===== src/rtl/rv_isa_pkg.sv =====
// RV32 instruction-level types for the execute logic
// modules refer to these by scoped name, nothing is imported
package rv_isa_pkg;

	localparam int xlen = 32;

	typedef logic [xlen-1:0]   word_t;
	typedef logic [2*xlen-1:0] dword_t;  // full multiply product
	typedef logic [31:0]       inst_t;

	typedef enum logic [3:0] {
		alu_add, alu_sub, alu_and, alu_or, alu_xor,
		alu_slt, alu_sltu, alu_sll, alu_srl, alu_sra
	} alu_func_t;

	typedef enum logic [1:0] {
		mult_mul, mult_mulh, mult_mulhsu, mult_mulhu
	} mult_func_t;

	// funct3 encodings of the conditional branches
	typedef enum logic [2:0] {
		br_eq  = 3'b000,
		br_ne  = 3'b001,
		br_lt  = 3'b100,
		br_ge  = 3'b101,
		br_ltu = 3'b110,
		br_geu = 3'b111
	} br_funct_t;

	typedef enum logic [1:0] {opa_rs1, opa_npc, opa_pc, opa_zero} opa_sel_t;

	typedef enum logic [1:0] {opb_rs2, opb_i_imm, opb_b_imm} opb_sel_t;

endpackage


===== src/rtl/ex_cfg_pkg.sv =====
// sizing and unit selection for the single-slot execute stage
// mult_step_bits follows from the product width and stage count
package ex_cfg_pkg;

	localparam int tag_bits = 6;

	// tag 0 is the zero register, completes but never writes
	typedef logic [tag_bits-1:0] tag_t;

	localparam int mult_stages    = 4;
	localparam int mult_step_bits = 2 * rv_isa_pkg::xlen / mult_stages;  // 16

	localparam int cq_depth = 8;

	typedef logic [$clog2(cq_depth)-1:0] cq_ptr_t;

	typedef enum logic [1:0] {
		unit_alu,
		unit_mult,
		unit_branch
	} exec_unit_t;

endpackage


===== src/rtl/complete_queue.sv =====
// in-order completion FIFO, takes up to two results a cycle and emits one
// outputs are registered; an empty queue passes the first arrival straight through
`timescale 1ns/10ps

module complete_queue (
	input  logic              clock,
	input  logic              reset,
	input  logic              flush,
	input  logic              int_done,
	input  logic              int_take,
	input  ex_cfg_pkg::tag_t  int_tag,
	input  rv_isa_pkg::word_t int_result,
	input  rv_isa_pkg::word_t int_target,
	input  logic              mult_done,
	input  ex_cfg_pkg::tag_t  mult_tag,
	input  rv_isa_pkg::word_t mult_result,
	output logic              complete_valid,
	output logic              reg_wr_en,
	output logic              take_branch,
	output ex_cfg_pkg::tag_t  complete_tag,
	output rv_isa_pkg::word_t complete_result,
	output rv_isa_pkg::word_t branch_target
);

	// storage
	ex_cfg_pkg::tag_t  q_tag    [ex_cfg_pkg::cq_depth];
	rv_isa_pkg::word_t q_result [ex_cfg_pkg::cq_depth];
	logic              q_take   [ex_cfg_pkg::cq_depth];
	rv_isa_pkg::word_t q_target [ex_cfg_pkg::cq_depth];

	ex_cfg_pkg::cq_ptr_t head, tail, head_next, tail_next, wr1_ptr;
	logic [$clog2(ex_cfg_pkg::cq_depth+1)-1:0] count, count_next;

	ex_cfg_pkg::tag_t  in0_tag, wr0_tag, next_tag;
	rv_isa_pkg::word_t in0_result, wr0_result, next_result;
	rv_isa_pkg::word_t in0_target, wr0_target, next_target;
	logic              in0_take, wr0_take, next_take;
	logic              bypass, wr0_en, wr1_en, next_valid;

	//////////////////////////////////////////////////
	// ordering and next-state

	always_comb begin
		// multiplier result is the older instruction, it goes first
		if (mult_done) begin
			in0_tag    = mult_tag;
			in0_result = mult_result;
			in0_take   = 1'b0;
			in0_target = '0;
		end else begin
			in0_tag    = int_tag;
			in0_result = int_result;
			in0_take   = int_take;
			in0_target = int_target;
		end

		bypass  = (count == '0);  // first arrival skips storage
		wr1_ptr = tail + 1'b1;

		if (bypass) begin
			wr0_en      = mult_done & int_done;  // only the int half is stored
			wr0_tag     = int_tag;
			wr0_result  = int_result;
			wr0_take    = int_take;
			wr0_target  = int_target;
			next_valid  = mult_done | int_done;
			next_tag    = in0_tag;
			next_result = in0_result;
			next_take   = in0_take;
			next_target = in0_target;
		end else begin
			wr0_en      = mult_done | int_done;
			wr0_tag     = in0_tag;
			wr0_result  = in0_result;
			wr0_take    = in0_take;
			wr0_target  = in0_target;
			next_valid  = 1'b1;
			next_tag    = q_tag[head];
			next_result = q_result[head];
			next_take   = q_take[head];
			next_target = q_target[head];
		end
		wr1_en = !bypass & mult_done & int_done;  // second slot always the int entry

		head_next  = head;
		tail_next  = tail;
		count_next = count;
		if (!bypass) begin
			head_next  = head + 1'b1;
			count_next = count_next - 1'b1;
		end
		if (wr0_en) begin
			tail_next  = tail_next + 1'b1;
			count_next = count_next + 1'b1;
		end
		if (wr1_en) begin
			tail_next  = tail_next + 1'b1;
			count_next = count_next + 1'b1;
		end
	end

	always_ff @(posedge clock) begin
		if (wr0_en) begin
			q_tag[tail]    <= wr0_tag;
			q_result[tail] <= wr0_result;
			q_take[tail]   <= wr0_take;
			q_target[tail] <= wr0_target;
		end
		if (wr1_en) begin
			q_tag[wr1_ptr]    <= int_tag;
			q_result[wr1_ptr] <= int_result;
			q_take[wr1_ptr]   <= int_take;
			q_target[wr1_ptr] <= int_target;
		end
	end

	//////////////////////////////////////////////////
	// pointers and output register

	always_ff @(posedge clock) begin
		if (reset || flush) begin
			head           <= '0;
			tail           <= '0;
			count          <= '0;
			complete_valid <= 1'b0;
			take_branch    <= 1'b0;
		end else begin
			head           <= head_next;
			tail           <= tail_next;
			count          <= count_next;
			complete_valid <= next_valid;
			take_branch    <= next_valid & next_take;
		end
	end

	always_ff @(posedge clock) begin
		complete_tag    <= next_tag;
		complete_result <= next_result;
		branch_target   <= next_target;
	end

	assign reg_wr_en = complete_valid && (complete_tag != '0);  // no write for tag 0

endmodule


===== config.mk =====
export PLATFORM = sky130hd
export DESIGN_NAME = complete_queue
export DESIGN_NICKNAME = d
export VERILOG_FILES = /design/src/rtl/rv_isa_pkg.sv /design/src/rtl/ex_cfg_pkg.sv /design/src/rtl/complete_queue.sv
export SDC_FILE = /design/constraint.sdc
export NUM_CORES = 1
export LEC_CHECK = 0
export BUFFER_PORTS_ARGS = -buffer_cell sky130_fd_sc_hd__buf_2
export CAP_MARGIN = 40
export CORE_ASPECT_RATIO = 1.4
export CORE_MARGIN = 1
export CORE_UTILIZATION = 55
export DETAILED_ROUTE_END_ITERATION = 7
export PLACE_DENSITY = 0.83
export SLEW_MARGIN = 10
export SYNTH_ARGS = -nofsm -noshare
export SYNTH_HDL_FRONTEND = slang
export SYNTH_SLANG_ARGS = --single-unit

===== constraint.sdc =====
create_clock -name clock -period 8.8 [get_ports clock]
set_input_delay 1.76 -clock clock [delete_from_list [all_inputs] [get_ports clock]]
set_output_delay 1.76 -clock clock [all_outputs]
set_load 0.02 [all_outputs]

# Yosys cells after proc, flatten, opt, wreduce, memory -nomap -nowiden
# Memories as Yosys holds them, arrays and structs flattened. A register that Yosys moved wholly into a read port is not among the register bits.
# Index checks and enable logic that the tools add are counted.
# classes
n_mux	31
bitwise_logic	5
n_addsub	6
reduce_logical	5
# op_table
op	n
$mux W32	6
$mux W3	10
$mux W6	3
$mux W4	3
$add A3 B1 Y3 const B	3
$mux W1	9
$add A4 B1 Y4 const B	2
$reduce_bool A6 Y1	1
$and A1 B1 Y1	4
$logic_not A4 Y1	1
$sub A4 B1 Y4 const B	1
$logic_and A1 B1 Y1	1
$logic_not A1 Y1	1
$logic_or A1 B1 Y1	1
$or A1 B1 Y1	1
# totals
n_memories	4
elab_cells	59
ramBits	568
out_inout_bits	73
regBits	82
in_bits	114
# mem_list
memory	depth	word_bits	read_ports	rd_ports_with_merged_regs	write_ports	line	rtl
q_result	8	32	1	1	2	complete_queue.sv:27	rv_isa_pkg::word_t q_result [ex_cfg_pkg::cq_depth];
q_target	8	32	1	1	2	complete_queue.sv:29	rv_isa_pkg::word_t q_target [ex_cfg_pkg::cq_depth];
q_tag	8	6	1	1	2	complete_queue.sv:26	ex_cfg_pkg::tag_t q_tag [ex_cfg_pkg::cq_depth];
q_take	8	1	1	1	2	complete_queue.sv:28	logic q_take [ex_cfg_pkg::cq_depth];

# Depth between registers and ports, before layout
# depth
ltp_word	6
depth_mapped	11
mapped_depth_nobuf	10

# Worst setup path before layout
# No wires, ideal clock.
# synth_path
path_type	in2reg
startpoint	input port mult_done
endpoint	memory q_result[1][0] in the netlist's numbering, enable pin
setup_time_ns	0.609
required_time_ns	8.191
setup_slack_ns	0.718
n_path_buf	0
cell_stages	3
arrival_time_ns	7.472
cell_sequence	maj3_2 -> nand2_1 -> o32ai_1
# synth_rtl
element	line	rtl
from (decl)	complete_queue.sv:14	input logic mult_done,
to (decl)	complete_queue.sv:27	

==> impl_results.md <==
- Status: finished clean
- Synthesized net count: about 2,000
- Via total after detailed routing: roughly 17,000
- Max Slew Vio Count: 0
- Num CTS Buffers: 59
- Fmax: 0.228 GHz
- Root Buffer: clkbuf_16
- First-pass GRT wire length: 109,000 µm
- FP Rows: 101
- Post_cts resized: 0
- Critical path's top delay family: buffers and inverters
- Commonest non-fill, non-tap cell in the layout: edfxtp_1
- Drt pass-1 iters: 5
- CP Cell Sequence: buf_2 -> nor2b_1 -> nand2_1 -> o21ai_4 -> buf_4 -> mux2_2
- Max Cap Violations: 0
- Min Tclk post-route: 4.39 ns
- Critical path launch point type: input pin
- RSZ-0062 raised after global routing: no
- Clock slew at reported path FFs: around 0.06 ns
- Crit. End Element: flop
- ANT nets after route: 0
- Vias in the first global route: 18,100
- Core Region: 54,200 µm²
- CTS max path bufs: 3
- Unique masters post-synth: 44
- Grt total ovfl: 0
- Initial antenna violation count: 20
- Most frequent cells in the layout: 568 x edfxtp_1, 304 x mux2_2, 199 x and2_1
- Final worst path period share: 0.499
- Worst-Margin Slew: 0.888 ns
- Drt first-iter violations: 1,443
- Layout fillers: between 3,000 and 4,000
- Layout Utilization: 0.628
- Leakage power: 11.1 nW
- PD cells: 233 nW/µm²
- Hold buffer count at CTS: 0
- Routability Congestion: 0.797
- Ys async rst share: 0
- Critical path peak fanout: 47
- TritonCTS clock tree: built
- Final setup viols: 0
- Peak supply drop: between 150 and 200 µV
- Buffers on Ports: around 190
- Die Area: between 50,000 and 60,000 µm²
- WL final: 72,700 µm
- Relative slew slack: 0.408
- # DRC: 0
- Routed vias/inst: about 6.2
- Die H: 279 µm
- Seq cells post-synth: 653
- EDFF count, synth: 568
- Largest net degree at the start of global routing: 74
- Fin. Hold Viols: 0
- IO Count: 187
- WL per Instance: 25.9 µm
- Clock Latency Late Sink: about 0.62 ns
- Pre-CTS WS: 3.86 ns
- Netlist Area Pre-Place: between 30,000 and 40,000 µm²
- Die width: 200 µm
- Syn Inst Count: around 1,900
- Syn. warnings: 0
- Worst Setup Path Type: in2reg
- Skew final: approximately 0.033 ns
- Total negative setup slack: 0 ns
- Share of cells above drive strength 1: 0.382
- Top FF cell, synth: edfxtp_1
- Worst Path Required: 9.14 ns
- Post-CTS Setup Inserts: 0
- Hold Crit Class: reg2reg
- CTS H-tree lvls: 2
- Clock sink count: 653
- CP max stage delay: 0.78 ns
- Critical Path AT: 4.74 ns
- Crit-path slowest cell: buf_4
- Final setup margin: 4.41 ns
- Global Route Usage Sum: 0.260
- Synth-to-Final Area Change: 12.6%
- Initial Util: 0.558
- Seq/Total Area, Yosys: 0.620
- DP Wirelength: 41,300 µm
- Avg Cell Area, Syn: 16.3 µm²
- Worst path bufs/invs: 2
- Nets: 2,143
## power breakdown
group          switching (mW)  total, mW  leakage [nW]  internal [mW]
logic                   0.932       1.60          4.33          0.670
registers              0.0814       3.75          5.87           3.67
clock network            1.13       2.56         0.942           1.43
## kinds of logic after synthesis
logic type	synth area share
compound gates	0.0288
xor+xnor	0.00377
fa+ha+maj	0.00286
buf+inv	0.0227
flops	0.620
mux	0.244
simple gates	0.0778
## worst register-to-register path, delay by kind of cell, from the launching register on
kind	cells	cell delay, ns
flops	1	0.46
simple gates	3	0.97
compound gates	1	0.61
buf+inv	3	1.34
fa+ha+maj	1	0.28
## cells in the mapped netlist, types with 2 or more instances
master | count | share of area
a211oi_1 | 39 | 0.0097
a21oi_1 | 45 | 0.0074
a31oi_2 | 2 | 0.00083
and2_1 | 199 | 0.041
buf_1 | 20 | 0.0025
buf_2 | 36 | 0.0060
buf_4 | 3 | 0.00074
buf_6 | 17 | 0.0063
clkbuf_1 | 54 | 0.0067
dfxtp_1 | 85 | 0.056
edfxtp_1 | 568 | 0.56
ha_1 | 6 | 0.0025
inv_1 | 3 | 0.00037
mux2_2 | 304 | 0.11
mux2i_1 | 71 | 0.024
mux4_2 | 143 | 0.11
nand2_1 | 15 | 0.0019
nand2b_1 | 4 | 0.00083
nand3_1 | 37 | 0.0061
nor2_1 | 17 | 0.0021
nor2b_1 | 109 | 0.023
o21ai_0 | 37 | 0.0061
o21ai_2 | 6 | 0.0017
o22ai_1 | 6 | 0.0012
o32ai_1 | 2 | 0.00058
or4_1 | 3 | 0.00074
xnor2_1 | 7 | 0.0020
xor2_1 | 6 | 0.0017
## state kept, by name, indices dropped and copies added, names as in the netlist, 4 cells and up, named ones only
| register | count |
|---|---|
| branch_target | 32 |
| complete_result | 32 |
| complete_tag | 6 |
| count | 4 |
| q_result | 256 |
| q_tag | 48 |
| q_take | 8 |
| q_target | 256 |
## through the flow
stage / hold slack (ns) / instances / area, µm² / power [mW]
floorplan: 0.450 / 1860 / 30200 / 4.91
global placement: 0.448 / 2675 / 31900 / 5.35
detailed placement: 0.481 / 2683 / 32100 / 5.42
CTS: 0.481 / 2794 / 34000 / 7.96
global route: 0.529 / 2803 / 34000 / 8.17
finish: 0.486 / 2803 / 34000 / 7.91
## layout make-up
class                   count  area (µm²)  area share
flip-flops and latches    653       18800       0.551
multi-input cells        1073       11000       0.323
clock buffers              94        1750      0.0514
repair buffers            232        1420      0.0416
well taps                 721         902      0.0265
clock inverters            17         178     0.00522
diodes                      9        22.5    0.000662
inverters                   4        15.0    0.000441
## path summary, 6_finish.rpt
check	startpoint	to	slack (ns)	cells past startpoint
max	int_done	q_result[5][3]	4.41	6
min	head[1]	flop	0.49	2
max reg2reg	count[0]	q_target[6][5]	4.66	8
min reg2reg	head[1]	flop	0.49	2
## layer usage
layer / GRT usage / wire (µm) / part of all wire
met4: 0.0886 / 1900 / 0.026
met5: 0 / 107 / 0.0015
met2: 0.462 / 38000 / 0.52
met3: 0.0390 / 5120 / 0.070
met1: 0.324 / 27600 / 0.38
Power figures use the tool's default switching activity.
