File: src/rtl/rv_isa_pkg.sv
// RV32 instruction-level types for the execute logic
// modules refer to these by scoped name, nothing is imported
package rv_isa_pkg;

	localparam int xlen = 32;

	typedef logic [xlen-1:0]   word_t;
	typedef logic [2*xlen-1:0] dword_t;  // full multiply product
	typedef logic [31:0]       inst_t;

	typedef enum logic [3:0] {
		alu_add, alu_sub, alu_and, alu_or, alu_xor,
		alu_slt, alu_sltu, alu_sll, alu_srl, alu_sra
	} alu_func_t;

	typedef enum logic [1:0] {
		mult_mul, mult_mulh, mult_mulhsu, mult_mulhu
	} mult_func_t;

	// funct3 encodings of the conditional branches
	typedef enum logic [2:0] {
		br_eq  = 3'b000,
		br_ne  = 3'b001,
		br_lt  = 3'b100,
		br_ge  = 3'b101,
		br_ltu = 3'b110,
		br_geu = 3'b111
	} br_funct_t;

	typedef enum logic [1:0] {opa_rs1, opa_npc, opa_pc, opa_zero} opa_sel_t;

	typedef enum logic [1:0] {opb_rs2, opb_i_imm, opb_b_imm} opb_sel_t;

endpackage

File: src/rtl/ex_cfg_pkg.sv
// sizing and unit selection for the single-slot execute stage
// mult_step_bits follows from the product width and stage count
package ex_cfg_pkg;

	localparam int tag_bits = 6;

	// tag 0 is the zero register, completes but never writes
	typedef logic [tag_bits-1:0] tag_t;

	localparam int mult_stages    = 4;
	localparam int mult_step_bits = 2 * rv_isa_pkg::xlen / mult_stages;  // 16

	localparam int cq_depth = 8;

	typedef logic [$clog2(cq_depth)-1:0] cq_ptr_t;

	typedef enum logic [1:0] {
		unit_alu,
		unit_mult,
		unit_branch
	} exec_unit_t;

endpackage

File: src/rtl/int_exec.sv
// integer path: operand muxes, ALU and branch condition, all combinational
// result and branch outcome are valid in the issue cycle
`timescale 1ns/10ps

module int_exec (
	input  ex_cfg_pkg::exec_unit_t exec_unit,
	input  logic                   start,
	input  rv_isa_pkg::alu_func_t  alu_func,
	input  rv_isa_pkg::opa_sel_t   opa_sel,
	input  rv_isa_pkg::opb_sel_t   opb_sel,
	input  rv_isa_pkg::inst_t      inst,
	input  rv_isa_pkg::word_t      pc,
	input  rv_isa_pkg::word_t      npc,
	input  rv_isa_pkg::word_t      rs1_value,
	input  rv_isa_pkg::word_t      rs2_value,
	input  ex_cfg_pkg::tag_t       dest_tag,
	input  logic                   cond_branch,
	input  logic                   uncond_branch,
	output logic                   done,
	output ex_cfg_pkg::tag_t       tag,
	output rv_isa_pkg::word_t      result,
	output logic                   take,
	output rv_isa_pkg::word_t      target
);

	rv_isa_pkg::word_t opa, opb;
	rv_isa_pkg::word_t i_imm, b_imm;
	rv_isa_pkg::word_t alu_result;
	logic              br_cond;

	assign i_imm = {{20{inst[31]}}, inst[31:20]};
	assign b_imm = {{19{inst[31]}}, inst[31], inst[7], inst[30:25], inst[11:8], 1'b0};

	//////////////////////////////////////////////////
	// operand select

	always_comb begin
		case (opa_sel)
			rv_isa_pkg::opa_rs1: opa = rs1_value;
			rv_isa_pkg::opa_npc: opa = npc;
			rv_isa_pkg::opa_pc:  opa = pc;
			default:             opa = '0;  // opa_zero
		endcase
	end

	always_comb begin
		case (opb_sel)
			rv_isa_pkg::opb_rs2:   opb = rs2_value;
			rv_isa_pkg::opb_i_imm: opb = i_imm;
			rv_isa_pkg::opb_b_imm: opb = b_imm;
			default:               opb = '0;  // unused encoding
		endcase
	end

	//////////////////////////////////////////////////
	// ALU

	always_comb begin
		case (alu_func)
			rv_isa_pkg::alu_add:  alu_result = opa + opb;
			rv_isa_pkg::alu_sub:  alu_result = opa - opb;
			rv_isa_pkg::alu_and:  alu_result = opa & opb;
			rv_isa_pkg::alu_or:   alu_result = opa | opb;
			rv_isa_pkg::alu_xor:  alu_result = opa ^ opb;
			rv_isa_pkg::alu_slt:  alu_result = rv_isa_pkg::word_t'($signed(opa) < $signed(opb));
			rv_isa_pkg::alu_sltu: alu_result = rv_isa_pkg::word_t'(opa < opb);
			rv_isa_pkg::alu_sll:  alu_result = opa << opb[4:0];
			rv_isa_pkg::alu_srl:  alu_result = opa >> opb[4:0];
			rv_isa_pkg::alu_sra:  alu_result = $signed(opa) >>> opb[4:0];
			default:              alu_result = '0;
		endcase
	end

	//////////////////////////////////////////////////
	// branch condition, always on the register values

	always_comb begin
		case (rv_isa_pkg::br_funct_t'(inst[14:12]))
			rv_isa_pkg::br_eq:  br_cond = (rs1_value == rs2_value);
			rv_isa_pkg::br_ne:  br_cond = (rs1_value != rs2_value);
			rv_isa_pkg::br_lt:  br_cond = ($signed(rs1_value) < $signed(rs2_value));
			rv_isa_pkg::br_ge:  br_cond = ($signed(rs1_value) >= $signed(rs2_value));
			rv_isa_pkg::br_ltu: br_cond = (rs1_value < rs2_value);
			rv_isa_pkg::br_geu: br_cond = (rs1_value >= rs2_value);
			default:            br_cond = 1'b0;
		endcase
	end

	assign done   = start;
	assign tag    = dest_tag;
	assign target = opa + opb;
	assign take   = uncond_branch | (cond_branch & br_cond);  // queue samples only on done

	// link value for branches and jumps
	assign result = ((exec_unit == ex_cfg_pkg::unit_branch) || uncond_branch) ? npc : alu_result;

endmodule

File: config.mk
export PLATFORM = sky130hd
export DESIGN_NAME = int_exec
export DESIGN_NICKNAME = d
export VERILOG_FILES = /design/src/rtl/rv_isa_pkg.sv /design/src/rtl/ex_cfg_pkg.sv /design/src/rtl/int_exec.sv
export SDC_FILE = /design/constraint.sdc
export NUM_CORES = 1
export LEC_CHECK = 0
export ABC_CLOCK_PERIOD_IN_PS = 6600
export BUFFER_PORTS_ARGS = -buffer_cell sky130_fd_sc_hd__buf_2
export CORE_MARGIN = 2
export CORE_UTILIZATION = 40
export DETAILED_ROUTE_END_ITERATION = 10
export SLEW_MARGIN = 20
export SYNTH_ARGS = -nofsm -noshare
export SYNTH_HDL_FRONTEND = slang
export SYNTH_SLANG_ARGS = --single-unit
File: constraint.sdc
create_clock -name vclk -period 6.6
set_input_delay 1.32 -clock vclk [all_inputs]
set_output_delay 1.32 -clock vclk [all_outputs]
set_load 0.005 [all_outputs]
After elaboration in Yosys (flattened, before gate mapping)
Index checks and enable logic that the tools add are counted.
{ "classes": {"add_sub_neg": 2, "n_eq_ne": 21, "n_lt_le_gt_ge": 6, "n_mux": 5, "n_shift": 3, "bitwise": 5, "reduce_logical": 5} }
{ "ops": {"columns": ["op", "n"], "rows": [
  ["32-bit one-hot mux with 10 select lines", 1],
  ["32-bit one-hot mux with 3 select lines", 2],
  ["32-bit less-than comparator", 4],
  ["32-bit >= comparator", 2],
  ["32-bit adder", 1],
  ["32-bit AND", 1],
  ["32-bit == test", 1],
  ["32-bit two-way mux", 1],
  ["32-bit != test", 1],
  ["32-bit OR", 1],
  ["32-bit by 5-bit << shifter with 32-bit output", 1],
  ["32-bit by 5-bit >> shifter with 32-bit output", 1],
  ["32-bit by 5-bit >>> shifter with 32-bit output", 1],
  ["32-bit subtractor", 1],
  ["32-bit XOR", 1],
  ["4-bit by 3-bit == test with 1-bit output, second input constant", 4],
  ["3-bit == test, second input constant", 4],
  ["4-bit by 2-bit == test with 1-bit output, second input constant", 2],
  ["4-bit == test, second input constant", 2],
  ["2-bit == test, second input constant", 3],
  ["1-bit one-hot mux with 6 select lines", 1],
  ["2-bit by 1-bit == test with 1-bit output, second input constant", 2],
  ["4-bit by 1-bit == test with 1-bit output, second input constant", 1],
  ["2-bit logical NOT", 2],
  ["other kinds (6)", 6]
]} }
{ "word_totals": {"register_bits": 0, "wordCells": 47, "in_bits": 179} }

Logic depth before layout (Yosys ltp)
{ "depth": {"ltp_word": 5, "ltp_mapped": 20} }

Worst setup path after synthesis
No wires, ideal clock.
{ "synth_timing": {"path_type": "input -> output", "from": "in opb_sel[0]", "to": "out result[24]", "required_time_ns": 5.280, "cell_stages": 20, "arrival_ns": 5.438, "slack_ns": -0.158, "path_buffers": 5, "cell_sequence": "buf_4 mux2i_1 nor2_1 buf_2 buf_2 buf_2 buf_1 ha_1 inv_1 fa_1 o21ba_1 nor4_1 o311a_1 o41a_1 a311o_1 o311ai_1 o41a_2 a221oi_1 o21bai_1 a32oi_1"} }
{ "synth_via": {"elab_chain_cells": 5} }
{ "synth_rtl": {"columns": ["item", "line", "source"], "rows": [
  ["from (decl)", "int_exec.sv:10", "input rv_isa_pkg::opb_sel_t opb_sel,"],
  ["2-bit == test, or another cell as far along", "int_exec.sv:47", "case (opb_sel)"],
  ["32-bit one-hot mux with 3 select lines *", "int_exec.sv:47", null],
  ["32-bit subtractor, or another cell as far along", "int_exec.sv:61", "rv_isa_pkg::alu_sub: alu_result = opa - opb;"],
  ["32-bit one-hot mux with 10 select lines *", "int_exec.sv:59", "case (alu_func)"],
  ["32-bit two-way mux *", "int_exec.sv:95", "assign result = ((exec_unit == ex_cfg_pkg::unit_branch) || uncond_branch) ? npc : alu_result;"],
  ["to (decl)", "int_exec.sv:21", "output rv_isa_pkg::word_t result,"]
]} }
Mark *: on every way between the ends. The rest lies on a longest branch, timed or not.

Worst setup path after layout
{ "layout_timing": {"from": "in opb_sel[0]", "to": "out result[30]"} }
Same word-level chain as after synthesis.

==> results.py <==
metrics = {
    "routing": {
        "drt_iter0_markers": 2011,
        "firstDrtPassIters": 6,
        "antenna_left": 0,
        "drt_wl_total_mm": 67.4,
        "via_per_inst": 6.34,
        "wl_per_cell_um": 26.8,
        "drc_errors": 0,
        "vias": 15933,
    },
    "yosys": {
        "yosysTopAreaCell": "ha_1",
        "netlist_instances": 1758,
        "synth_xor_area_frac": 0.0379,
        "netlist_area_mm2": 0.0115,
        "synth_adder_area_share": 0.143,
        "muxShareOfSynthArea": 0.145,
        "seq_area_frac_synth": 0,
        "synth_cell_types": 93,
        "synth-compound-area-share": 0.378,
        "synth_top_area_frac": 0.140,
        "synth_nets": 2068,
        "synth.area.top_cells": "ha_1 14%, mux2i_1 11%, a21oi_1 8.2%",
        "synth_top_family_by_area": "compound AO/OA/AOI/OAI gates",
        "syn_avg_cell_area_um2": 6.57,
        "synthSimpleGateAreaFrac": 0.196,
        "yosys_warnings": 0,
    },
    "placed_design": {
        "post-place-ws_ps": -322,
        "dp_hpwl_mm": 54.6,
        "dpl_cell_area_mm2": 0.0147,
        "port_buffers": 225,
        "gp_congestion": 1.06,
    },
    "status": {
        "failed_checks": "setup timing",
        "status": "finished with violations",
    },
    "clocking": {
        "holdBufCountCts": 0,
    },
    "setup_path": {
        "crit_slowest_cell": "o41ai_2",
        "cp_max_fo": 20,
        "path_cells": "buf_4 > and2b_2 > buf_4 > o21a_1 > buf_12 > a21oi_2 > buf_4 > inv_1 > ha_1 > nor2b_1 > o211ai_1 > a21boi_2 > buf_4 > o41ai_2 > a21oi_2 > buf_4 > o41ai_4 > buf_4 > nor4_1 > o21ai_0 > a41oi_1 > buf_2",
        "cp.required_ps": 5280,
        "worstPathArrival_ps": 5300,
        "cpMostUsedCell": "buf_4",
        "worstSetupEndpoint": "result[30]",
        "critPathKind": "input pin to output pin",
        "critPathLaunch": "opb_sel[0]",
        "cp-start-kind": "input pin",
        "slowest_delay_ps": 400,
        "end_kind": "output pin",
    },
    "floorplan": {
        "die_y_um": 174,
        "coreArea_mm2": 0.0285,
        "ios": 251,
        "start_util": 0.404,
        "dieArea_mm2": 0.0302,
        "row_count": 62,
        "fp.dieW_um": 174,
    },
    "cells_and_area": {
        "nClkBuffers": 0,
        "multiInputGateArea_mm2": 0.0110,
        "area_delta_synth_final_pct": 33.5,
        "final_area_mm2": 0.0154,
        "fill_cells": 2987,
        "drive_above_1_share": 0.303,
        "seq_cells": 0,
        "seq_area_um2": 0,
        "nets": 2439,
    },
    "sta": {
        "fin_crit_sh": 1.00,
        "slew_viol_final": 0,
        "fmax_ghz": 0.151,
        "period_needed_ps": 6620,
        "hold_viol_final": 0,
        "setup_ws_ps": -15.6,
        "slew_headroom": 0.404,
        "worst_pin_slew_ps": 894,
        "setup_viol": 1,
    },
    "global_routing": {
        "grt-ovfl-total": 0,
        "grtUsageTotal": 0.421,
        "grt_pass1_vias": 14770,
        "antenna_found_initial": 1,
        "grt_start_max_net_pins": 70,
        "grt_pass1_wl_mm": 96.9,
    },
    "hold_path": {
        "hold_path_class": "input pin to output pin",
        "min_path_cells": 0,
    },
    "job": {
        "drv_cap": 0,
    },
    "pwr": {
        "total_leakage_power_nw": 7.25,
        "irDropWorstVdd_mv": 0.0795,
        "p_per_area_mw_per_mm2": 131,
    },
}
## area by class of cell
type	instances	area share
inverter	128	0.0313
multi-input combinational	1486	0.715
timing repair buffer	513	0.222
antenna	2	0.000325
tap	384	0.0312
## critical path, delay by kind of cell
family,cells,cell delay (ps)
AOI/OAI and AO/OA,9,1980
buffers and inverters,9,1310
and+or+nand+nor,3,460
adders and majority gates,1,220
## cells in the final DEF, fill, tap and decap left out, drive strengths merged, types with 15 or more instances in the layout
cell,count
buf,512
a21oi,189
nor2,182
nand2,155
mux2i,131
ha,129
inv,126
o21ai,119
nor3,52
xnor2,37
a211oi,37
o2bb2ai,31
o211ai,30
nand2b,24
a31oi,22
a21o,21
nand3,19
o22ai,18
nor2b,18
o221ai,16
a22oi,15
o31ai,15
## what timing repair did
item                                    CTS  global route
cloned                                    0             1
endpoints found under the setup margin   20            20
gates resized for setup                  30            82
pin swaps                                 4            32
setup buffers                             1            12
## logic make-up (layout without fill, tap and decap cells)
| group | after synthesis | count (layout) |
|---|---|---|
| AOI/OAI and AO/OA | 646 | 646 |
| xor gates and xnor gates | 50 | 50 |
| other | 0 | 2 |
| muxes | 151 | 151 |
| and+or+nand+nor | 508 | 508 |
| buffers and inverters | 272 | 641 |
| adders and majority gates | 131 | 131 |
## how the worst min path moves through the flow
stage,start,endpoint
detailed placement,dest_tag[1],tag[1]
floorplan,start,done
finish,dest_tag[0],tag[0]
global placement,dest_tag[1],tag[1]
CTS,dest_tag[1],tag[1]
global route,dest_tag[3],tag[3]
## Yosys cell counts (18+ instances only)
cell and number:
nor2_1 182, a31oi_1 22, clkbuf_1 76, o2bb2ai_1 30, nand2b_1 24, nand2_1 155
o211ai_1 29, inv_1 122, mux2i_1 126, o21ai_0 103, a21oi_1 189, xnor2_1 37
a21o_1 21, nor3_1 52, a211oi_1 37, buf_2 42, nand3_1 19, nor2b_1 18
o22ai_1 18, ha_1 129
## where the power goes
part | total, mW | internal, mW | switching (mW)
clock network | 0.0000000257 | 0.0000000257 | 0
logic | 2.02 | 0.825 | 1.20
registers | 0 | 0 | 0
## stage by stage
stage	util	hold WS, ps	power (mW)	setup TNS (ps)	instances
6_report	0.540	2640	2.02	-15.6	2513
5_1_grt	0.540	2640	2.13	-266	2511
4_1_cts	0.521	2640	1.89	-11.9	2500
3_5_place_dp	0.515	2640	1.85	-2980	2499
3_3_place_gp	0.515	2640	1.85	-3130	2499
2_1_floorplan	-	2720	1.04	-17.7	1758
## routing by layer
metal  share of wire  GRT usage  vias to the layer above
met3           0.097     0.0682                      176
met1            0.41      0.566                     7560
met4           0.058      0.183                        0
li1                -          -                     7208
met2            0.43      0.663                      989
met5               0          0                        -
No activity file was read; power rests on OpenSTA's default activity.
