[src/rtl/rv_isa_pkg.sv]
// RV32 instruction-level types for the execute logic
// modules refer to these by scoped name, nothing is imported
package rv_isa_pkg;

	localparam int xlen = 32;

	typedef logic [xlen-1:0]   word_t;
	typedef logic [2*xlen-1:0] dword_t;  // full multiply product
	typedef logic [31:0]       inst_t;

	typedef enum logic [3:0] {
		alu_add, alu_sub, alu_and, alu_or, alu_xor,
		alu_slt, alu_sltu, alu_sll, alu_srl, alu_sra
	} alu_func_t;

	typedef enum logic [1:0] {
		mult_mul, mult_mulh, mult_mulhsu, mult_mulhu
	} mult_func_t;

	// funct3 encodings of the conditional branches
	typedef enum logic [2:0] {
		br_eq  = 3'b000,
		br_ne  = 3'b001,
		br_lt  = 3'b100,
		br_ge  = 3'b101,
		br_ltu = 3'b110,
		br_geu = 3'b111
	} br_funct_t;

	typedef enum logic [1:0] {opa_rs1, opa_npc, opa_pc, opa_zero} opa_sel_t;

	typedef enum logic [1:0] {opb_rs2, opb_i_imm, opb_b_imm} opb_sel_t;

endpackage

[src/rtl/ex_cfg_pkg.sv]
// sizing and unit selection for the single-slot execute stage
// mult_step_bits follows from the product width and stage count
package ex_cfg_pkg;

	localparam int tag_bits = 6;

	// tag 0 is the zero register, completes but never writes
	typedef logic [tag_bits-1:0] tag_t;

	localparam int mult_stages    = 4;
	localparam int mult_step_bits = 2 * rv_isa_pkg::xlen / mult_stages;  // 16

	localparam int cq_depth = 8;

	typedef logic [$clog2(cq_depth)-1:0] cq_ptr_t;

	typedef enum logic [1:0] {
		unit_alu,
		unit_mult,
		unit_branch
	} exec_unit_t;

endpackage

[src/rtl/mult_pipe.sv]
// pipelined multiplier, one 16-bit slice of the multiplier per stage
// done, tag and product leave mult_stages cycles after issue
`timescale 1ns/10ps

module mult_pipe (
	input  logic                   clock,
	input  logic                   reset,
	input  logic                   start,
	input  rv_isa_pkg::mult_func_t func,
	input  rv_isa_pkg::word_t      mcand,
	input  rv_isa_pkg::word_t      mplier,
	input  ex_cfg_pkg::tag_t       dest_tag,
	input  logic                   flush,
	output logic                   done,
	output ex_cfg_pkg::tag_t       tag,
	output rv_isa_pkg::word_t      product
);

	logic                   stage_valid  [0:ex_cfg_pkg::mult_stages];
	ex_cfg_pkg::tag_t       stage_tag    [0:ex_cfg_pkg::mult_stages];
	rv_isa_pkg::mult_func_t stage_func   [0:ex_cfg_pkg::mult_stages];
	rv_isa_pkg::dword_t     stage_prod   [0:ex_cfg_pkg::mult_stages];
	rv_isa_pkg::dword_t     stage_mcand  [0:ex_cfg_pkg::mult_stages-1];
	rv_isa_pkg::dword_t     stage_mplier [0:ex_cfg_pkg::mult_stages-1];
	logic                   mcand_signed, mplier_signed;

	// rs1 is signed except for mulhu, rs2 only for mul and mulh
	assign mcand_signed  = (func != rv_isa_pkg::mult_mulhu);
	assign mplier_signed = (func == rv_isa_pkg::mult_mul) || (func == rv_isa_pkg::mult_mulh);

	assign stage_valid[0]  = start;
	assign stage_tag[0]    = dest_tag;
	assign stage_func[0]   = func;
	assign stage_prod[0]   = '0;
	assign stage_mcand[0]  = {{rv_isa_pkg::xlen{mcand_signed & mcand[rv_isa_pkg::xlen-1]}},
		mcand};
	assign stage_mplier[0] = {{rv_isa_pkg::xlen{mplier_signed & mplier[rv_isa_pkg::xlen-1]}},
		mplier};

	for (genvar i = 0; i < ex_cfg_pkg::mult_stages; i++) begin : g_stage
		rv_isa_pkg::dword_t partial;

		assign partial = stage_mcand[i] *
			rv_isa_pkg::dword_t'(stage_mplier[i][ex_cfg_pkg::mult_step_bits-1:0]);

		always_ff @(posedge clock) begin
			if (reset || flush) begin
				stage_valid[i+1] <= 1'b0;  // squash everything in flight
			end else begin
				stage_valid[i+1] <= stage_valid[i];
			end
		end

		always_ff @(posedge clock) begin
			stage_tag[i+1]  <= stage_tag[i];
			stage_func[i+1] <= stage_func[i];
			stage_prod[i+1] <= stage_prod[i] + partial;
		end

		// the last stage has no further slices to consume
		if (i < ex_cfg_pkg::mult_stages - 1) begin : g_shift
			always_ff @(posedge clock) begin
				stage_mcand[i+1]  <= stage_mcand[i] << ex_cfg_pkg::mult_step_bits;
				stage_mplier[i+1] <= stage_mplier[i] >> ex_cfg_pkg::mult_step_bits;
			end
		end
	end

	assign done = stage_valid[ex_cfg_pkg::mult_stages];
	assign tag  = stage_tag[ex_cfg_pkg::mult_stages];

	always_comb begin
		if (stage_func[ex_cfg_pkg::mult_stages] == rv_isa_pkg::mult_mul) begin
			product = stage_prod[ex_cfg_pkg::mult_stages][rv_isa_pkg::xlen-1:0];
		end else begin
			product = stage_prod[ex_cfg_pkg::mult_stages][2*rv_isa_pkg::xlen-1:rv_isa_pkg::xlen];
		end
	end

endmodule

[config.mk]
export PLATFORM = sky130hd
export DESIGN_NAME = mult_pipe
export DESIGN_NICKNAME = d
export VERILOG_FILES = /design/src/rtl/rv_isa_pkg.sv /design/src/rtl/ex_cfg_pkg.sv /design/src/rtl/mult_pipe.sv
export SDC_FILE = /design/constraint.sdc
export NUM_CORES = 2
export LEC_CHECK = 0
export ABC_CLOCK_PERIOD_IN_PS = 7830
export BUFFER_PORTS_ARGS = -buffer_cell sky130_fd_sc_hd__buf_2
export CAP_MARGIN = 5
export CORE_UTILIZATION = 40
export DETAILED_ROUTE_END_ITERATION = 10
export GPL_TIMING_DRIVEN = 1
export SLEW_MARGIN = 30
export SYNTH_ARGS = -nofsm -noshare
export SYNTH_HDL_FRONTEND = slang
export SYNTH_SLANG_ARGS = --single-unit
export TNS_END_PERCENT = 50
[constraint.sdc]
create_clock -name clock -period 7.83 [get_ports clock]
set_input_delay 0.783 -clock clock [delete_from_list [all_inputs] [get_ports clock]]
set_output_delay 0.783 -clock clock [all_outputs]
set_load 0.02 [all_outputs]
Word-level counts from Yosys, hierarchy flattened
Cells that the tools add are included.
{"block": "op_classes", "n_addsub": 3, "n_mul": 4, "eq_ne": 2, "n_mux": 1, "bitwise": 2, "reduce_logical": 4}
{"op": "$add 64x64->64", "n": 3}
{"op": "$mul 33x17->50", "n": 1}
{"op": "$mul 48x16->48", "n": 1}
{"op": "$mul 32x16->32", "n": 1}
{"op": "$mux 32", "n": 1}
{"op": "$mul 16x1->16", "n": 1}
{"op": "$logic_not 2->1", "n": 2}
{"op": "$and 1x1->1", "n": 2}
{"op": "$eq 2x1->1 const B", "n": 1}
{"op": "$logic_or 1x1->1", "n": 2}
{"op": "$ne 2x2->1 const B", "n": 1}
{"block": "word_totals", "register_bits": 378, "input_bits": 76, "out_inout_bits": 39, "word_cells": 38}

Logic depth before layout (Yosys ltp)
{"block": "depth", "depth_word": 3, "depth_mapped": 39, "depth_no_buf": 37}

Worst setup path after synthesis
OpenSTA, ideal clock, no wires.
{"block": "synth_timing", "path_kind": "reg2reg", "from": "register stage_mcand[155] (netlist name)", "to": "register stage_prod[191] (netlist name)", "setup_time_ps": 131, "arrival_ps": 7687, "required_time_ps": 7699, "path_slack_ps": 12, "path_stages_with_launch": 33, "path_buffers": 1, "synth_period_minus_slack_ps": 7818, "cell_sequence": "dfxtp_1 -> clkbuf_1 -> nand2_1 -> fa_1 -> fa_1 -> fa_1 -> inv_1 -> fa_1 -> fa_1 -> inv_1 -> fa_1 -> inv_1 -> ha_1 -> a21o_1 -> a21o_1 -> a21oi_1 -> o221ai_1 -> a211oi_1 -> nor2_1 -> nand2_1 -> nand2_1 -> a21o_1 -> a21oi_1 -> xnor2_1 -> ha_1 -> nand4_1 -> or2_2 -> o31ai_2 -> a41oi_2 -> o21ai_1 -> a221oi_1 -> xnor2_1 -> xnor2_1"}
{"block": "synth_via", "elab_chain_len": 2}
{"item": "from (decl)", "line_no": "mult_pipe.sv:23", "text": "rv_isa_pkg::dword_t stage_mcand [0:ex_cfg_pkg::mult_stages-1];"}
{"item": "from (signal, indexed assignment)", "line_no": "mult_pipe.sv:63", "text": "stage_mcand[i+1] <= stage_mcand[i] << ex_cfg_pkg::mult_step_bits;"}
{"item": "$mul 48x16->48", "line_no": "mult_pipe.sv:43", "text": "assign partial = stage_mcand[i] *"}
{"item": "$add 64x64->64", "line_no": "mult_pipe.sv:57", "text": "stage_prod[i+1] <= stage_prod[i] + partial;"}
{"item": "to (signal, indexed assignment)", "line_no": "mult_pipe.sv:57"}
{"item": "to (decl)", "line_no": "mult_pipe.sv:22", "text": "rv_isa_pkg::dword_t stage_prod [0:ex_cfg_pkg::mult_stages];"}
No other way between the ends.
A chain may end at the register's enable or synchronous reset.

Worst setup path in the final report
{"block": "layout_timing", "from": "register stage_mcand[156] (netlist name)", "to": "register stage_prod[191] (netlist name)"}
The elaborated chain is that of the path after synthesis.

==> results.cfg <==
[run_status]
status = finished clean

[floorplan]
floorplan.die_area_um2 = 139000
core_area_um2 = 136000
initial_util = 0.405
io-pin-count = 115
die_y_um = 373
fp.dieW_um = 373
fp-row-count = 135

[timing]
minimum_period_implied_by_the_final_worst_setup_slack_ns = 7.79
final_worst_hold_slack_ns = 0.297
rsz_0062_raised_after_global_routing = yes
max_slew.worst_pin.slew_ns = 0.844
slew_headroom = 0.432
max_freq_ghz = 0.128
final.setup_skew_ns = 0.0241
setup-violations-final = 0
hold_viol = 0
post-route-period-util = 0.994
maxSlewViolCount = 0

[synth]
yosysTopAreaCellShare = 0.439
synth.top_cells.by_area = sky130_fd_sc_hd__fa_1 (44%), sky130_fd_sc_hd__dfxtp_1 (14%), sky130_fd_sc_hd__inv_1 (9.0%)
yosysWarningCount = 0
synth_cells = 5757
synth.ff_latch_count = 378
number_of_nets_produced_by_synthesis = 7393
synth.largest_area_cell = sky130_fd_sc_hd__fa_1
ys_types = 76
synth_enable_flop_cells = 0
yosysSeqAreaShare = 0.137
asyncSetResetFlopFracSynth = 0
area_of_the_mapped_netlist_um2 = 55000
yosys-top-cells-count = sky130_fd_sc_hd__inv_1 (1317), sky130_fd_sc_hd__fa_1 (1206), sky130_fd_sc_hd__nand2_1 (726)
synthesis.area_per_instance_um2 = 9.56
yosys_most_used_dff = sky130_fd_sc_hd__dfxtp_1
synth_most_common_cell = sky130_fd_sc_hd__inv_1

[clocking]
clkLatencyLatePin_ns = 0.59
cts_buffers = 39
cts_hold_buf = 0
root_cell_of_the_clock_tree = sky130_fd_sc_hd__clkbuf_16
h_tree_levels = 2
tritoncts_num_sinks = 378
ctsLongestPathBuffers = 3
cts_tree = done
cts.reportedPaths.clkPinSlew_ns = 0.07

[hold_path]
min_path_type = in -> reg

[routing]
route.vias.total = 39579
avgRoutedWirePerCell_um = 18.2
finalWirelength_um = 147000
drt.antenna.violating_nets = 0
drc_viols = 0
detail_route.iter0.violations = 2133
vias_per_cell = 4.90
detailedRoute.firstPassIterationCount = 5

[critical_path]
delay_heaviest_family_cp = adder cells
crit_slowest_cell = sky130_fd_sc_hd__fa_2
crit_type = reg -> reg
timing.critical_path.arrival_ns = 8.23
critPathRequiredTime_ns = 8.28
worst-path-max-fanout = 9
critPathCaptureType = flip-flop
cp_bufs_invs = 5
worst_path_most_repeated_cell = sky130_fd_sc_hd__a21o_1
critPathMaxStageDelay_ns = 0.64
setup.reg_to_reg.worst_slack_ns = 0.04
setup.worst_path.start_class = flip-flop

[cells_and_area]
drive_above_1_share = 0.163
layout-area-overhead-vs-synth_pct = 17.1
design.final.nets = 7905

[global_route]
grt.overflow.total = 0
grt_pass1_wl_um = 237000
vias_in_the_first_global_route = 42629
pin_count_of_the_biggest_net_entering_global_routing = 34
global_route.usage.total = 0.216
number_of_antenna_violations_at_the_first_check_in_global_routing = 16

[placed_design]
dpl.hpwl_um = 124000
gp_congestion = 0.897
i_o_buffers = 114

[run]
maxCapViolCount = 0
-- cell type report --
cell class                      count  area [um2]
Sequential cell                   378        7640
Antenna cell                        3        7.51
Fill cell                       12702       71500
Inverter                         1318        4950
Clock buffer                       50        1100
Timing Repair Buffer              665        5350
Clock inverter                     22         324
Tap cell                         1781        2230
Multi-Input combinational cell   3867       42800
-- what timing repair did --
| action | in CTS | in global routing |
|---|---|---|
| gates cloned | 1 | 4 |
| setup endpoints to repair | 23 | 32 |
| pin swaps | 63 | 145 |
| buffers inserted | 14 | 41 |
| resized for setup | 130 | 236 |
-- worst paths after layout --
kind,cells after the start,start,end
worst max register to register,34,stage_mcand[156],stage_prod[191]
worst max-delay path,34,stage_mcand[156],stage_prod[191]
worst min-delay path,1,dest_tag[5],stage_tag[23]
worst min register to register,0,stage_prod[85],stage_prod[21]
-- cells by family (layout without fill, tap and decap cells) --
group	count (synthesis)	in the layout	synth area share
other	0	3	0
adder cells (fa/ha/maj)	1560	1560	0.519
buffers and inverters	1512	2055	0.104
XOR/XNOR	246	246	0.0391
AND/OR/NAND/NOR	1476	1476	0.129
multiplexers	32	32	0.00655
flip-flops	378	378	0.137
AO/OA/AOI/OAI	553	553	0.0646
-- per-layer routing --
layer / wire [um] / share of wire / up-vias / global-route usage
li1: - / - / 18164 / -
met1: 66100 / 0.45 / 20251 / 0.306
met2: 70800 / 0.48 / 997 / 0.361
met3: 8070 / 0.055 / 159 / 0.0229
met4: 2310 / 0.016 / 8 / 0.0349
met5: 36 / 0.00024 / - / 0
-- metrics by stage --
step                      area (um2)  instances  utilization  setup WS [ns]  setup TNS (ns)
final                          64400       8084        0.474         0.0431               0
after floorplan                55000       5757            -         0.0118               0
after detailed placement       61100       7953        0.449         -0.460           -5.46
after global placement         61100       7953        0.449         -0.477           -4.79
after CTS                      63100       8039        0.464        -0.0136         -0.0136
after global routing           64400       8081        0.474         -0.283           -2.98
-- worst register-to-register path: cells and delay by family, from the launching register on --
family                     cells  cell delay [ns]
AOI/OAI and AO/OA             14             2.26
and+or+nand+nor                4             0.43
xor gates and xnor gates       3             0.39
DFF                            1             0.41
adders and majority gates      8             3.55
buffers and inverters          5             0.64
-- cells in the final DEF (no fill, tap or decap), types with 24 or more instances in the layout --
cell type / netlist / final
sky130_fd_sc_hd__buf_2: 2 / 114
sky130_fd_sc_hd__nand3_1: 38 / 31
sky130_fd_sc_hd__dfxtp_1: 378 / 350
sky130_fd_sc_hd__ha_1: 354 / 334
sky130_fd_sc_hd__buf_4: 6 / 476
sky130_fd_sc_hd__nor2b_1: 31 / 29
sky130_fd_sc_hd__clkbuf_16: 0 / 43
sky130_fd_sc_hd__nand2_1: 726 / 717
sky130_fd_sc_hd__xnor2_1: 184 / 174
sky130_fd_sc_hd__nor2_1: 104 / 98
sky130_fd_sc_hd__xor2_1: 62 / 59
sky130_fd_sc_hd__inv_1: 1317 / 1297
sky130_fd_sc_hd__o21ai_1: 51 / 44
sky130_fd_sc_hd__o21ai_0: 58 / 49
sky130_fd_sc_hd__fa_1: 1206 / 1176
sky130_fd_sc_hd__a21oi_1: 176 / 143
sky130_fd_sc_hd__fa_2: 0 / 30
sky130_fd_sc_hd__and2_1: 452 / 435
sky130_fd_sc_hd__nor3_1: 30 / 29
sky130_fd_sc_hd__buf_6: 0 / 32
sky130_fd_sc_hd__mux2_2: 32 / 32
sky130_fd_sc_hd__a21oi_2: 1 / 33
sky130_fd_sc_hd__o21a_1: 25 / 24
sky130_fd_sc_hd__o21bai_1: 32 / 30
sky130_fd_sc_hd__buf_12: 0 / 31
sky130_fd_sc_hd__a21o_1: 97 / 97
-- sequential cells by signal, indices dropped and copies added (netlist names) --
name and count:
stage_mcand 81, stage_prod 242, stage_mplier 19, stage_valid 3, stage_tag 18, stage_func 8, tag 6, done 1
Power is not shown: default switching activity piles up to over one toggle a cycle in this logic, so the estimate is an artifact.
